`config.mk`:
```
export PLATFORM = sky130hd
export DESIGN_NAME = rbk_seq_gen
export DESIGN_NICKNAME = d
export VERILOG_FILES = /design/src/logic/rbk_geom_pkg.sv /design/src/logic/rbk_cmd_pkg.sv /design/src/logic/rbk_walk_cfg_if.sv /design/src/logic/rbk_launch.sv /design/src/logic/rbk_addr_walker.sv /design/src/logic/rbk_rd_perf_cnt.sv /design/src/logic/rbk_seq_gen.sv
export VERILOG_INCLUDE_DIRS = /design/src /design/src/logic
export SDC_FILE = /design/constraint.sdc
export NUM_CORES = 2
export LEC_CHECK = 0
export ABC_AREA = 1
export BUFFER_PORTS_ARGS = -buffer_cell sky130_fd_sc_hd__buf_2
export CAP_MARGIN = 10
export CORE_AREA = 2 2 281 338
export DETAILED_ROUTE_END_ITERATION = 12
export DIE_AREA = 0 0 283 340
export GPL_ROUTABILITY_DRIVEN = 1
export PLACE_DENSITY = 0.88
export RECOVER_POWER = 50
export REMOVE_ABC_BUFFERS = 1
export SETUP_SLACK_MARGIN = 0.5
export SLEW_MARGIN = 20
export SYNTH_ARGS = -nofsm -noshare
export SYNTH_HDL_FRONTEND = slang
export SYNTH_SLANG_ARGS = --single-unit
```
`constraint.sdc`:
```
create_clock -name nvdla_core_clk -period 13 [get_ports nvdla_core_clk]
set_clock_uncertainty 0.1 [all_clocks]
set_input_delay 0.65 -clock nvdla_core_clk [delete_from_list [all_inputs] [get_ports nvdla_core_clk]]
set_output_delay 0.65 -clock nvdla_core_clk [all_outputs]
set_load 0.02 [all_outputs]
```
`src/logic/rbk_cfg.svh`:
```
/*
 * width and step constants for the reshape request generator.
 * included by both packages and by modules that size logic from them
 */
`ifndef RBK_CFG_SVH
`define RBK_CFG_SVH

// atom address, 32-byte units
`define RBK_ADDR_W 59
`define RBK_DIM_W 13
`define RBK_STRIDE_W 27
// atom to byte address
`define RBK_ATOM_SHIFT 5

// width chunking
`define RBK_CHUNK_ELEMS 64
`define RBK_PACKED_STEP 64
// channel group counting unit
`define RBK_CHN_UNIT 16

`define RBK_PERF_W 32

`endif

```
`src/logic/rbk_geom_pkg.sv`:
```
/*
 * geometry types for the reshape engine: addresses, dimensions,
 * strides, loop counters and the mode and precision encodings
 */
`include "rbk_cfg.svh"

package rbk_geom_pkg;

  typedef logic [`RBK_ADDR_W-1:0] rbk_addr_t;
  // register value, one less than the element count
  typedef logic [`RBK_DIM_W-1:0] rbk_dim_t;
  typedef logic [`RBK_STRIDE_W-1:0] rbk_stride_t;
  typedef logic [`RBK_DIM_W-1:0] rbk_cnt_t;

  // only split and merge are supported
  typedef enum logic [1:0] {
    RBK_SPLIT = 2'd1,
    RBK_MERGE = 2'd2
  } rbk_mode_e;

  typedef enum logic [1:0] {
    RBK_INT8  = 2'd0,
    RBK_INT16 = 2'd1
  } rbk_prec_e;

endpackage

```
`src/logic/rbk_cmd_pkg.sv`:
```
/*
 * payload types for the DMA requests and the buffer commands
 * driven by the reshape request generator
 */
`include "rbk_cfg.svh"

package rbk_cmd_pkg;

  // burst size minus one, 32-byte units
  typedef logic [`RBK_DIM_W-1:0] rbk_size_t;

  typedef struct packed {
    logic [4:0] row;
    logic [5:0] col;
  } rbk_rf_cmd_t;

  typedef struct packed {
    logic [`RBK_DIM_W+1:0] size;
    logic [`RBK_ADDR_W+`RBK_ATOM_SHIFT-1:0] addr;
  } rbk_rd_pd_t;

  typedef struct packed {
    logic done;
    rbk_size_t size;
    logic [`RBK_ADDR_W+`RBK_ATOM_SHIFT-1:0] addr;
  } rbk_wr_pd_t;

endpackage

```
`src/logic/rbk_walk_cfg_if.sv`:
```
/*
 * launch settings of one request stream, driven by the launch
 * block and read by an address walker
 */
`timescale 1ns/100ps

interface rbk_walk_cfg_if;
  import rbk_geom_pkg::*;

  rbk_addr_t base;
  rbk_stride_t line_stride;
  rbk_stride_t surf_stride;
  rbk_stride_t planar_stride;
  // layout select, high for planar
  logic planar;
  logic byte_data;
  rbk_dim_t width;
  rbk_dim_t height;
  rbk_dim_t channel;
  logic start;
  logic run;

  modport launch (
    output base, line_stride, surf_stride, planar_stride, planar, byte_data,
    output width, height, channel, start, run
  );

  modport walker (
    input base, line_stride, surf_stride, planar_stride, planar, byte_data,
    input width, height, channel, start, run
  );

endinterface

```
`src/logic/rbk_launch.sv`:
```
/*
 * operation launch: samples mode and precision, keeps the run level
 * between op_en and dp2reg_done, and fills the read and write walker settings
 */
`timescale 1ns/100ps
`include "rbk_cfg.svh"

module rbk_launch (
  input  logic nvdla_core_clk,
  input  logic nvdla_core_rstn,
  input  logic op_en,
  input  logic dp2reg_done,
  input  rbk_geom_pkg::rbk_mode_e mode,
  input  rbk_geom_pkg::rbk_prec_e precision,
  input  logic [`RBK_ADDR_W-`RBK_STRIDE_W-1:0] dain_addr_high,
  input  rbk_geom_pkg::rbk_stride_t dain_addr_low,
  input  rbk_geom_pkg::rbk_stride_t dain_line_stride,
  input  rbk_geom_pkg::rbk_stride_t dain_planar_stride,
  input  rbk_geom_pkg::rbk_stride_t dain_surf_stride,
  input  rbk_geom_pkg::rbk_dim_t datain_width,
  input  rbk_geom_pkg::rbk_dim_t datain_height,
  input  rbk_geom_pkg::rbk_dim_t datain_channel,
  input  logic [`RBK_ADDR_W-`RBK_STRIDE_W-1:0] daout_addr_high,
  input  rbk_geom_pkg::rbk_stride_t daout_addr_low,
  input  rbk_geom_pkg::rbk_stride_t daout_line_stride,
  input  rbk_geom_pkg::rbk_stride_t daout_planar_stride,
  input  rbk_geom_pkg::rbk_stride_t daout_surf_stride,
  input  rbk_geom_pkg::rbk_dim_t dataout_channel,
  rbk_walk_cfg_if.launch rd_cfg,
  rbk_walk_cfg_if.launch wr_cfg
);
  import rbk_geom_pkg::*;

  rbk_mode_e mode_q;
  rbk_prec_e prec_q;
  logic run;
  logic run_d;
  logic start;

  ////////////////////
  // config sample
  always_ff @(posedge nvdla_core_clk or negedge nvdla_core_rstn) begin
    if (!nvdla_core_rstn) begin
      mode_q <= RBK_SPLIT;
      prec_q <= RBK_INT8;
    end else begin
      mode_q <= mode;
      prec_q <= precision;
    end
  end

  ////////////////////
  // run level and start pulse
  always_ff @(posedge nvdla_core_clk or negedge nvdla_core_rstn) begin
    if (!nvdla_core_rstn) begin
      run   <= 1'b0;
      run_d <= 1'b0;
      start <= 1'b0;
    end else begin
      if (dp2reg_done) begin
        run <= 1'b0;
      end else if (op_en) begin
        run <= 1'b1;
      end
      run_d <= run;
      // one cycle after run rises
      start <= run & ~run_d;
    end
  end

  // read side walks the input cube
  assign rd_cfg.base          = {dain_addr_high, dain_addr_low};
  assign rd_cfg.line_stride   = dain_line_stride;
  assign rd_cfg.surf_stride   = dain_surf_stride;
  assign rd_cfg.planar_stride = dain_planar_stride;
  assign rd_cfg.planar        = (mode_q == RBK_MERGE);
  assign rd_cfg.byte_data     = (prec_q == RBK_INT8);
  assign rd_cfg.width         = datain_width;
  assign rd_cfg.height        = datain_height;
  assign rd_cfg.channel       = datain_channel;
  assign rd_cfg.start         = start;
  assign rd_cfg.run           = run;

  // write side, same width and height
  assign wr_cfg.base          = {daout_addr_high, daout_addr_low};
  assign wr_cfg.line_stride   = daout_line_stride;
  assign wr_cfg.surf_stride   = daout_surf_stride;
  assign wr_cfg.planar_stride = daout_planar_stride;
  assign wr_cfg.planar        = (mode_q == RBK_SPLIT);
  assign wr_cfg.byte_data     = (prec_q == RBK_INT8);
  assign wr_cfg.width         = datain_width;
  assign wr_cfg.height        = datain_height;
  assign wr_cfg.channel       = dataout_channel;
  assign wr_cfg.start         = start;
  assign wr_cfg.run           = run;

  // the mode seen by both walkers must be one the walkers understand
  a_mode_supported : assert property (
    @(posedge nvdla_core_clk) disable iff (!nvdla_core_rstn)
    op_en |=> (mode_q == RBK_SPLIT) || (mode_q == RBK_MERGE)
  ) else $error("op_en with unsupported reshape mode");

endmodule

```
`src/logic/rbk_addr_walker.sv`:
```
/*
 * address walker for one request stream. steps groups, lines, width
 * chunks and, in planar layout, planes, and issues one burst per step
 */
`timescale 1ns/100ps
`include "rbk_cfg.svh"

module rbk_addr_walker (
  input  logic nvdla_core_clk,
  input  logic nvdla_core_rstn,
  rbk_walk_cfg_if.walker cfg,
  input  logic dp2reg_done,
  input  logic buf_rdy,
  input  logic req_rdy,
  output logic req_vld,
  output rbk_geom_pkg::rbk_addr_t req_addr,
  output rbk_cmd_pkg::rbk_size_t req_size,
  output logic req_last,
  output logic rf_cmd_vld,
  output rbk_cmd_pkg::rbk_rf_cmd_t rf_cmd
);
  import rbk_geom_pkg::*;
  import rbk_cmd_pkg::*;

  localparam rbk_cnt_t CNT_ONE = 1;

  rbk_cnt_t plane_cnt;
  rbk_cnt_t chunk_cnt;
  rbk_cnt_t line_cnt;
  rbk_cnt_t grp_cnt;
  rbk_addr_t cur_addr;
  rbk_addr_t chunk_base;
  rbk_addr_t line_base;
  rbk_addr_t grp_base;
  logic pend;
  logic done_hold;

  rbk_dim_t rem_w;
  rbk_dim_t rem_c;
  logic [5:0] elem_m1;
  logic [5:0] pln_size;
  logic [5:0] size_col;
  logic [4:0] grp_max;
  logic [4:0] planes_m1;
  rbk_cnt_t grp_inc;
  logic chunk_last;
  logic grp_last;
  logic line_last;
  logic plane_last;
  logic acc;
  logic plane_end;
  logic row_done;
  logic grp_done;
  logic all_done;
  rbk_addr_t grp_step;
  rbk_addr_t chunk_step;

  ////////////////////
  // remaining width and channels
  assign rem_w = cfg.width - rbk_dim_t'(chunk_cnt * `RBK_CHUNK_ELEMS);
  assign rem_c = cfg.channel - rbk_dim_t'(grp_cnt * `RBK_CHN_UNIT);

  assign chunk_last = rem_w < `RBK_CHUNK_ELEMS;
  assign elem_m1    = chunk_last ? rem_w[5:0] : 6'(`RBK_CHUNK_ELEMS - 1);

  // planar burst covers one chunk of a single plane
  assign pln_size = cfg.byte_data ? (elem_m1 >> 5) : (elem_m1 >> 4);
  assign size_col = cfg.planar ? pln_size : elem_m1;

  // 32 channels per group at int8, 16 at int16
  assign grp_max   = cfg.byte_data ? 5'd31 : 5'd15;
  assign grp_inc   = cfg.byte_data ? rbk_cnt_t'(2) : rbk_cnt_t'(1);
  assign grp_last  = rem_c <= rbk_dim_t'(grp_max);
  assign planes_m1 = grp_last ? rem_c[4:0] : grp_max;

  assign line_last  = (line_cnt == cfg.height);
  assign plane_last = ~cfg.planar | (plane_cnt == rbk_cnt_t'(planes_m1));

  ////////////////////
  // loop events
  assign acc       = req_vld & req_rdy;
  assign plane_end = acc & plane_last;
  assign row_done  = plane_end & chunk_last;
  assign grp_done  = row_done & line_last;
  assign all_done  = grp_done & grp_last;

  always_ff @(posedge nvdla_core_clk or negedge nvdla_core_rstn) begin
    if (!nvdla_core_rstn) begin
      plane_cnt <= '0;
      chunk_cnt <= '0;
      line_cnt  <= '0;
      grp_cnt   <= '0;
    end else if (cfg.start) begin
      plane_cnt <= '0;
      chunk_cnt <= '0;
      line_cnt  <= '0;
      grp_cnt   <= '0;
    end else if (acc) begin
      plane_cnt <= plane_end ? '0 : plane_cnt + CNT_ONE;
      if (plane_end) begin
        chunk_cnt <= row_done ? '0 : chunk_cnt + CNT_ONE;
      end
      if (row_done) begin
        line_cnt <= grp_done ? '0 : line_cnt + CNT_ONE;
      end
      if (grp_done) begin
        grp_cnt <= all_done ? '0 : grp_cnt + grp_inc;
      end
    end
  end

  ////////////////////
  // address bases
  // packed groups step by surface, planar groups by G planes
  assign grp_step = cfg.planar ?
                    (rbk_addr_t'(cfg.planar_stride) << (cfg.byte_data ? 5 : 4)) :
                    rbk_addr_t'(cfg.surf_stride);
  assign chunk_step = cfg.planar ? (cfg.byte_data ? rbk_addr_t'(2) : rbk_addr_t'(4)) :
                      rbk_addr_t'(`RBK_PACKED_STEP);

  always_ff @(posedge nvdla_core_clk) begin
    if (cfg.start) begin
      grp_base   <= cfg.base;
      line_base  <= cfg.base;
      chunk_base <= cfg.base;
      cur_addr   <= cfg.base;
    end else if (grp_done) begin
      grp_base   <= grp_base + grp_step;
      line_base  <= grp_base + grp_step;
      chunk_base <= grp_base + grp_step;
      cur_addr   <= grp_base + grp_step;
    end else if (row_done) begin
      line_base  <= line_base + rbk_addr_t'(cfg.line_stride);
      chunk_base <= line_base + rbk_addr_t'(cfg.line_stride);
      cur_addr   <= line_base + rbk_addr_t'(cfg.line_stride);
    end else if (plane_end) begin
      chunk_base <= chunk_base + chunk_step;
      cur_addr   <= chunk_base + chunk_step;
    end else if (acc) begin
      // next plane of the same chunk
      cur_addr <= cur_addr + rbk_addr_t'(cfg.planar_stride);
    end
  end

  ////////////////////
  // request level
  always_ff @(posedge nvdla_core_clk or negedge nvdla_core_rstn) begin
    if (!nvdla_core_rstn) begin
      pend      <= 1'b0;
      done_hold <= 1'b0;
    end else begin
      if (all_done | done_hold | dp2reg_done | ~cfg.run) begin
        pend <= 1'b0;
      end else if (cfg.start) begin
        pend <= 1'b1;
      end
      if (dp2reg_done) begin
        done_hold <= 1'b0;
      end else if (all_done) begin
        done_hold <= 1'b1;
      end
    end
  end

  assign req_vld  = pend & buf_rdy;
  assign req_addr = cur_addr;
  assign req_size = rbk_size_t'(size_col);
  assign req_last = plane_last & chunk_last & line_last & grp_last;

  // one buffer command per packed burst or per planar chunk
  assign rf_cmd_vld = acc & (~cfg.planar | (plane_cnt == '0));
  assign rf_cmd.row = cfg.planar ? planes_m1 : 5'd0;
  assign rf_cmd.col = size_col;

  a_req_stable : assert property (
    @(posedge nvdla_core_clk) disable iff (!nvdla_core_rstn)
    (req_vld && !req_rdy) |=> $stable(req_addr) && $stable(req_size)
  ) else $error("request changed while stalled");

endmodule

```
`src/logic/rbk_rd_perf_cnt.sv`:
```
/*
 * read activity counter for the performance registers, captured
 * into the consumer-selected result register at the end of each run
 */
`timescale 1ns/100ps
`include "rbk_cfg.svh"

module rbk_rd_perf_cnt (
  input  logic nvdla_core_clk,
  input  logic nvdla_core_rstn,
  input  logic perf_en,
  input  logic consumer,
  input  logic rd_req_vld,
  input  logic rd_done,
  output logic [`RBK_PERF_W-1:0] d0_stall_cnt,
  output logic [`RBK_PERF_W-1:0] d1_stall_cnt
);

  logic [`RBK_PERF_W-1:0] cnt;
  logic [`RBK_PERF_W-1:0] cnt_nxt;

  // includes the final accept cycle
  assign cnt_nxt = cnt + `RBK_PERF_W'(perf_en & rd_req_vld);

  always_ff @(posedge nvdla_core_clk or negedge nvdla_core_rstn) begin
    if (!nvdla_core_rstn) begin
      cnt          <= '0;
      d0_stall_cnt <= '0;
      d1_stall_cnt <= '0;
    end else begin
      if (rd_done) begin
        cnt <= '0;
      end else if (perf_en) begin
        cnt <= cnt_nxt;
      end
      if (rd_done & ~consumer) begin
        d0_stall_cnt <= cnt_nxt;
      end
      if (rd_done & consumer) begin
        d1_stall_cnt <= cnt_nxt;
      end
    end
  end

endmodule

```
`src/logic/rbk_seq_gen.sv`:
```
/*
 * reshape request sequence generator, split and merge modes.
 * drives the read DMA, the write DMA and both buffer command ports
 */
`timescale 1ns/100ps
`include "rbk_cfg.svh"

module rbk_seq_gen (
  input  logic nvdla_core_clk,
  input  logic nvdla_core_rstn,
  input  logic dma_wr_cmd_rdy,
  input  logic dp2reg_consumer,
  input  logic dp2reg_done,
  input  logic rd_req_rdy,
  input  logic [31:0] reg2dp_dain_addr_high,
  input  logic [26:0] reg2dp_dain_addr_low,
  input  logic [26:0] reg2dp_dain_line_stride,
  input  logic [26:0] reg2dp_dain_planar_stride,
  input  logic [26:0] reg2dp_dain_surf_stride,
  input  logic [31:0] reg2dp_daout_addr_high,
  input  logic [26:0] reg2dp_daout_addr_low,
  input  logic [26:0] reg2dp_daout_line_stride,
  input  logic [26:0] reg2dp_daout_planar_stride,
  input  logic [26:0] reg2dp_daout_surf_stride,
  input  logic [12:0] reg2dp_datain_channel,
  input  logic [12:0] reg2dp_datain_height,
  input  logic reg2dp_datain_ram_type,
  input  logic [12:0] reg2dp_datain_width,
  input  logic [12:0] reg2dp_dataout_channel,
  input  logic [1:0] reg2dp_in_precision,
  input  logic reg2dp_op_en,
  input  logic reg2dp_perf_en,
  input  logic [1:0] reg2dp_rubik_mode,
  input  logic rf_rd_cmd_rdy,
  input  logic rf_wr_cmd_rdy,
  output logic [77:0] dma_wr_cmd_pd,
  output logic dma_wr_cmd_vld,
  output logic [31:0] dp2reg_d0_rd_stall_cnt,
  output logic [31:0] dp2reg_d1_rd_stall_cnt,
  output logic [78:0] rd_req_pd,
  output logic rd_req_type,
  output logic rd_req_vld,
  output logic [11:0] rf_rd_cmd_pd,
  output logic rf_rd_cmd_vld,
  output logic [10:0] rf_wr_cmd_pd,
  output logic rf_wr_cmd_vld
);
  import rbk_geom_pkg::*;
  import rbk_cmd_pkg::*;

  rbk_walk_cfg_if rd_cfg ();
  rbk_walk_cfg_if wr_cfg ();

  rbk_addr_t rd_addr;
  rbk_addr_t wr_addr;
  rbk_size_t rd_size;
  rbk_size_t wr_size;
  logic rd_last;
  logic wr_last;
  rbk_rf_cmd_t wr_buf_cmd;
  rbk_rf_cmd_t rd_buf_cmd;
  rbk_rd_pd_t rd_pd;
  rbk_wr_pd_t wr_pd;

  rbk_launch u_launch (
    .nvdla_core_clk      (nvdla_core_clk),
    .nvdla_core_rstn     (nvdla_core_rstn),
    .op_en               (reg2dp_op_en),
    .dp2reg_done         (dp2reg_done),
    .mode                (rbk_mode_e'(reg2dp_rubik_mode)),
    .precision           (rbk_prec_e'(reg2dp_in_precision)),
    .dain_addr_high      (reg2dp_dain_addr_high),
    .dain_addr_low       (reg2dp_dain_addr_low),
    .dain_line_stride    (reg2dp_dain_line_stride),
    .dain_planar_stride  (reg2dp_dain_planar_stride),
    .dain_surf_stride    (reg2dp_dain_surf_stride),
    .datain_width        (reg2dp_datain_width),
    .datain_height       (reg2dp_datain_height),
    .datain_channel      (reg2dp_datain_channel),
    .daout_addr_high     (reg2dp_daout_addr_high),
    .daout_addr_low      (reg2dp_daout_addr_low),
    .daout_line_stride   (reg2dp_daout_line_stride),
    .daout_planar_stride (reg2dp_daout_planar_stride),
    .daout_surf_stride   (reg2dp_daout_surf_stride),
    .dataout_channel     (reg2dp_dataout_channel),
    .rd_cfg              (rd_cfg),
    .wr_cfg              (wr_cfg)
  );

  // read requests fill the buffer, so gated by its write port
  rbk_addr_walker u_rd_walk (
    .nvdla_core_clk  (nvdla_core_clk),
    .nvdla_core_rstn (nvdla_core_rstn),
    .cfg             (rd_cfg),
    .dp2reg_done     (dp2reg_done),
    .buf_rdy         (rf_wr_cmd_rdy),
    .req_rdy         (rd_req_rdy),
    .req_vld         (rd_req_vld),
    .req_addr        (rd_addr),
    .req_size        (rd_size),
    .req_last        (rd_last),
    .rf_cmd_vld      (rf_wr_cmd_vld),
    .rf_cmd          (wr_buf_cmd)
  );

  rbk_addr_walker u_wr_walk (
    .nvdla_core_clk  (nvdla_core_clk),
    .nvdla_core_rstn (nvdla_core_rstn),
    .cfg             (wr_cfg),
    .dp2reg_done     (dp2reg_done),
    .buf_rdy         (rf_rd_cmd_rdy),
    .req_rdy         (dma_wr_cmd_rdy),
    .req_vld         (dma_wr_cmd_vld),
    .req_addr        (wr_addr),
    .req_size        (wr_size),
    .req_last        (wr_last),
    .rf_cmd_vld      (rf_rd_cmd_vld),
    .rf_cmd          (rd_buf_cmd)
  );

  rbk_rd_perf_cnt u_perf (
    .nvdla_core_clk  (nvdla_core_clk),
    .nvdla_core_rstn (nvdla_core_rstn),
    .perf_en         (reg2dp_perf_en),
    .consumer        (dp2reg_consumer),
    .rd_req_vld      (rd_req_vld),
    .rd_done         (rd_req_vld & rd_req_rdy & rd_last),
    .d0_stall_cnt    (dp2reg_d0_rd_stall_cnt),
    .d1_stall_cnt    (dp2reg_d1_rd_stall_cnt)
  );

  ////////////////////
  // payload packing, byte addresses
  assign rd_pd.size = {2'b00, rd_size};
  assign rd_pd.addr = {rd_addr, {`RBK_ATOM_SHIFT{1'b0}}};
  assign wr_pd.done = dma_wr_cmd_vld & wr_last;
  assign wr_pd.size = wr_size;
  assign wr_pd.addr = {wr_addr, {`RBK_ATOM_SHIFT{1'b0}}};

  assign rd_req_pd     = rd_pd;
  assign dma_wr_cmd_pd = wr_pd;
  assign rd_req_type   = reg2dp_datain_ram_type;
  assign rf_wr_cmd_pd  = wr_buf_cmd;
  // read command port keeps a spare top bit
  assign rf_rd_cmd_pd  = {1'b0, rd_buf_cmd};

endmodule

```
==> flow_summary.toml <==
[status]
status = "complete, but fails checks"
violations = "capacitance limit, slew limit"

[setup_path]
crit_chain = "nor2_1 -> clkbuf_1 -> inv_1 -> ha_1 -> nand2_1 -> o21ai_0 -> nand3_1 -> nor2_1 -> clkinv_1 -> nor2_1 -> nand2_1 -> nand2_1 -> nand3_1 -> nand2_1 -> nand2_1 -> o21ai_0 -> nand3_4 -> inv_2 -> clkbuf_1 -> nand2_1 -> o21ai_0 -> nand2_1 -> nand2_1"
timing.rr.end = "u_rd_walk.req_addr[49]"
slowest_delay_ns = 2.35
reg2reg_depth = 23
r2r_start = "u_launch.prec_q[1]"
rrSetupSlack_ns = 3.21
cp_max_fo = 48
critPathSlowestCell = "o21ai_0"
cp-end-kind = "flip-flop"
worstPathArrival_ns = 10.21
start_kind = "flip-flop"
path_class = "flip-flop to flip-flop"
crit_required_ns = 13.42
crit_top_cell = "nand2_1"

[layout]
drive_above_1_share_pct = 6.60
finalCoreUtilization_pct = 65.9
finish.instance_area_um2 = 61400
syn2layout_area_growth_pct = 10.9
stdcell_count = 9821
final_net_count = 9063

[logic_synthesis]
synth.largest_area_cell = "edfxtp_1"
yosysUniqueCellTypes = 59
synthFlopType = "edfxtp_1"
synth_warnings = 0
synth-seq-cells = 663
syn_area_per_cell_um2 = 6.91
ys_seq_area_share_pct = 34.2
synth_area_leaders = "edfxtp_1, nand2_1, dfrtp_1"
syn_area_um2 = 55300
synth_top_cells_by_count = "nand2_1, inv_1, nor2_1"
synth_edf_count = 472
syn-instance-count = 8004
synthArstFlopShare_pct = 28.8
synth.top_cell.area_share_pct = 25.6
yosysMostFrequentCell = "nand2_1"

[route]
avgRoutedWirePerCell_um = 24.8
viasPerCell = 6.21
num_vias = 60953
drc_errors = 0
postRouteAntennaNets = 0
first_iter_violations = 8898
drt-pass1-iter-count = 13
wl_um = 243000

[global_route]
first_global_vias = 58821
grt_pass1_wl_um = 357000
gr-usage-all-layers_pct = 49.0
grt_start_max_net_pins = 112
antenna_found_initial = 35
grt_overflow = 0

[floorplan]
start_util_pct = 59.4
die_w_um = 283
die_h_um = 340
num_io_pins = 596
core_um2 = 93100
rows = 123
die-area_um2 = 96200

[placed_design]
gp_congestion = 1.12
io_buffers = 566
placedCellCount = 9650
dpl_worst_slack_ns = 5.81
dp_hpwl_um = 188000
placed_area_um2 = 59100

[worst_hold_path]
worstHoldPathType = "input pin to flip-flop"
min_from = "dp2reg_done"
min_path_cells = 2
hold_end = "u_wr_walk.done_hold"

[sta]
worst_pin_slew_ns = 5.94
fin_tns_setup_ns = 0
post-route-period-util_pct = 75.3
slew_headroom_pct = -296
rsz0062_at_grt = "false"
finalMaxSlewViolations = 807
max_freq_ghz = 0.102
min_period_ns = 9.79
setup_viol = 0
worst_slack_ns = 3.21
hold_viol = 0

[clock_tree]
cts_max_path_buffers = 3
clkSinkCount = 663
path_clk_slew_ns = 0.07
numCtsBuffers = 74
cts-htree-levels = 3
clock_latency_ns = 0.71
root_buffer = "clkbuf_16"
cts_resized = 0
cts_tree = "yes"

[pwr]
p_per_area_nw_per_um2 = 117
vdd_drop_max_mv = 0.136
cellLeakagePower_nw = 28.7

[flow_run]
cap_viol_max_count = 15
cells by family after synthesis:
group,synth area share [%]
compound gates,11.0
other cells,0.00678
xor+xnor,8.18
buf+inv,9.38
flops,34.2
fa+ha+maj,5.53
simple gates,31.7
flip-flops by register name, indices dropped and copies added (netlist names), 32 cells and up:
register / count
u_wr_walk.req_addr: 59
u_rd_walk.chunk_base: 59
u_perf.cnt: 32
u_wr_walk.line_base: 59
u_rd_walk.grp_base: 59
u_rd_walk.req_addr: 59
u_rd_walk.line_base: 59
u_wr_walk.chunk_base: 59
u_perf.d0_stall_cnt: 32
u_wr_walk.grp_base: 59
u_perf.d1_stall_cnt: 32
worst max-delay path by stage:
stage               cells after the start  slack, ns                     end                   start
floorplan                               5       1.44  u_rd_walk.req_addr[16]   u_launch.rd_cfg.start
global placement                       19       6.02  u_rd_walk.chunk_cnt[0]  reg2dp_datain_width[6]
detailed placement                     19       5.81  u_rd_walk.chunk_cnt[5]  reg2dp_datain_width[6]
CTS                                    17       6.17  u_rd_walk.chunk_cnt[5]  u_rd_walk.chunk_cnt[0]
global route                           23       2.83  u_rd_walk.req_addr[49]      u_launch.prec_q[1]
finish                                 23       3.21  u_rd_walk.req_addr[49]      u_launch.prec_q[1]
critical path: cells and delay by family (launching register included):
family	cells	cell delay, ns
DFF	1	0.37
AOI/OAI and AO/OA	3	2.96
and+or+nand+nor	14	2.57
adders and majority gates	1	0.39
buffers and inverters	5	3.20
final cells by class:
type | count | area (um^2)
flip-flops and latches | 663 | 19000
inverters | 1066 | 4000
repair buffers | 621 | 2940
clock inverters | 41 | 429
multi-input cells | 6054 | 31300
diodes | 35 | 87.6
fillers | 8233 | 31800
clock buffers | 91 | 2080
well taps | 1250 | 1560
what timing repair did:
item / 4_1_cts / 5_1_grt
setup endpoints to repair: 0 / 0
buffers inserted: 0 / 0
hold endpoints to repair: 4 / 0
hold buffers: 4 / 0
layout by cell type (no fill, tap or decap), drive strengths merged, types with 82 or more instances in the layout:
master / synthesis / layout
nand3: 498 / 498
a21oi: 296 / 296
nand2: 2421 / 2421
buf: 120 / 389
nor4: 82 / 82
clkbuf: 127 / 319
inv: 1059 / 1067
ha: 222 / 222
xnor2: 147 / 147
edfxtp: 472 / 472
xor2: 370 / 370
dfrtp: 190 / 190
o21ai: 427 / 427
nand4: 153 / 153
nor3: 187 / 187
nor2: 804 / 804
per-layer routing:
metal,vias up,track usage [%],routed length (um)
met1,27857,53.6,79300
met5,-,0,34
li1,27136,-,-
met4,6,45.1,26800
met2,4629,78.0,108000
met3,1325,12.8,28600
metrics by stage:
stage	power (mW)	hold WS (ns)
6_report	7.15	0.0309
5_1_grt	7.38	0.0541
4_1_cts	7.02	0.0259
3_5_place_dp	4.81	0.267
3_3_place_gp	4.77	0.259
2_1_floorplan	4.03	0.254
power by group:
part	leakage, nW	total [mW]	internal, mW	switching, mW
logic	20.6	2.23	0.658	1.58
clock network	1.23	2.27	1.24	1.03
registers	6.81	2.66	2.51	0.143
No activity file was read; power rests on OpenSTA's default activity.
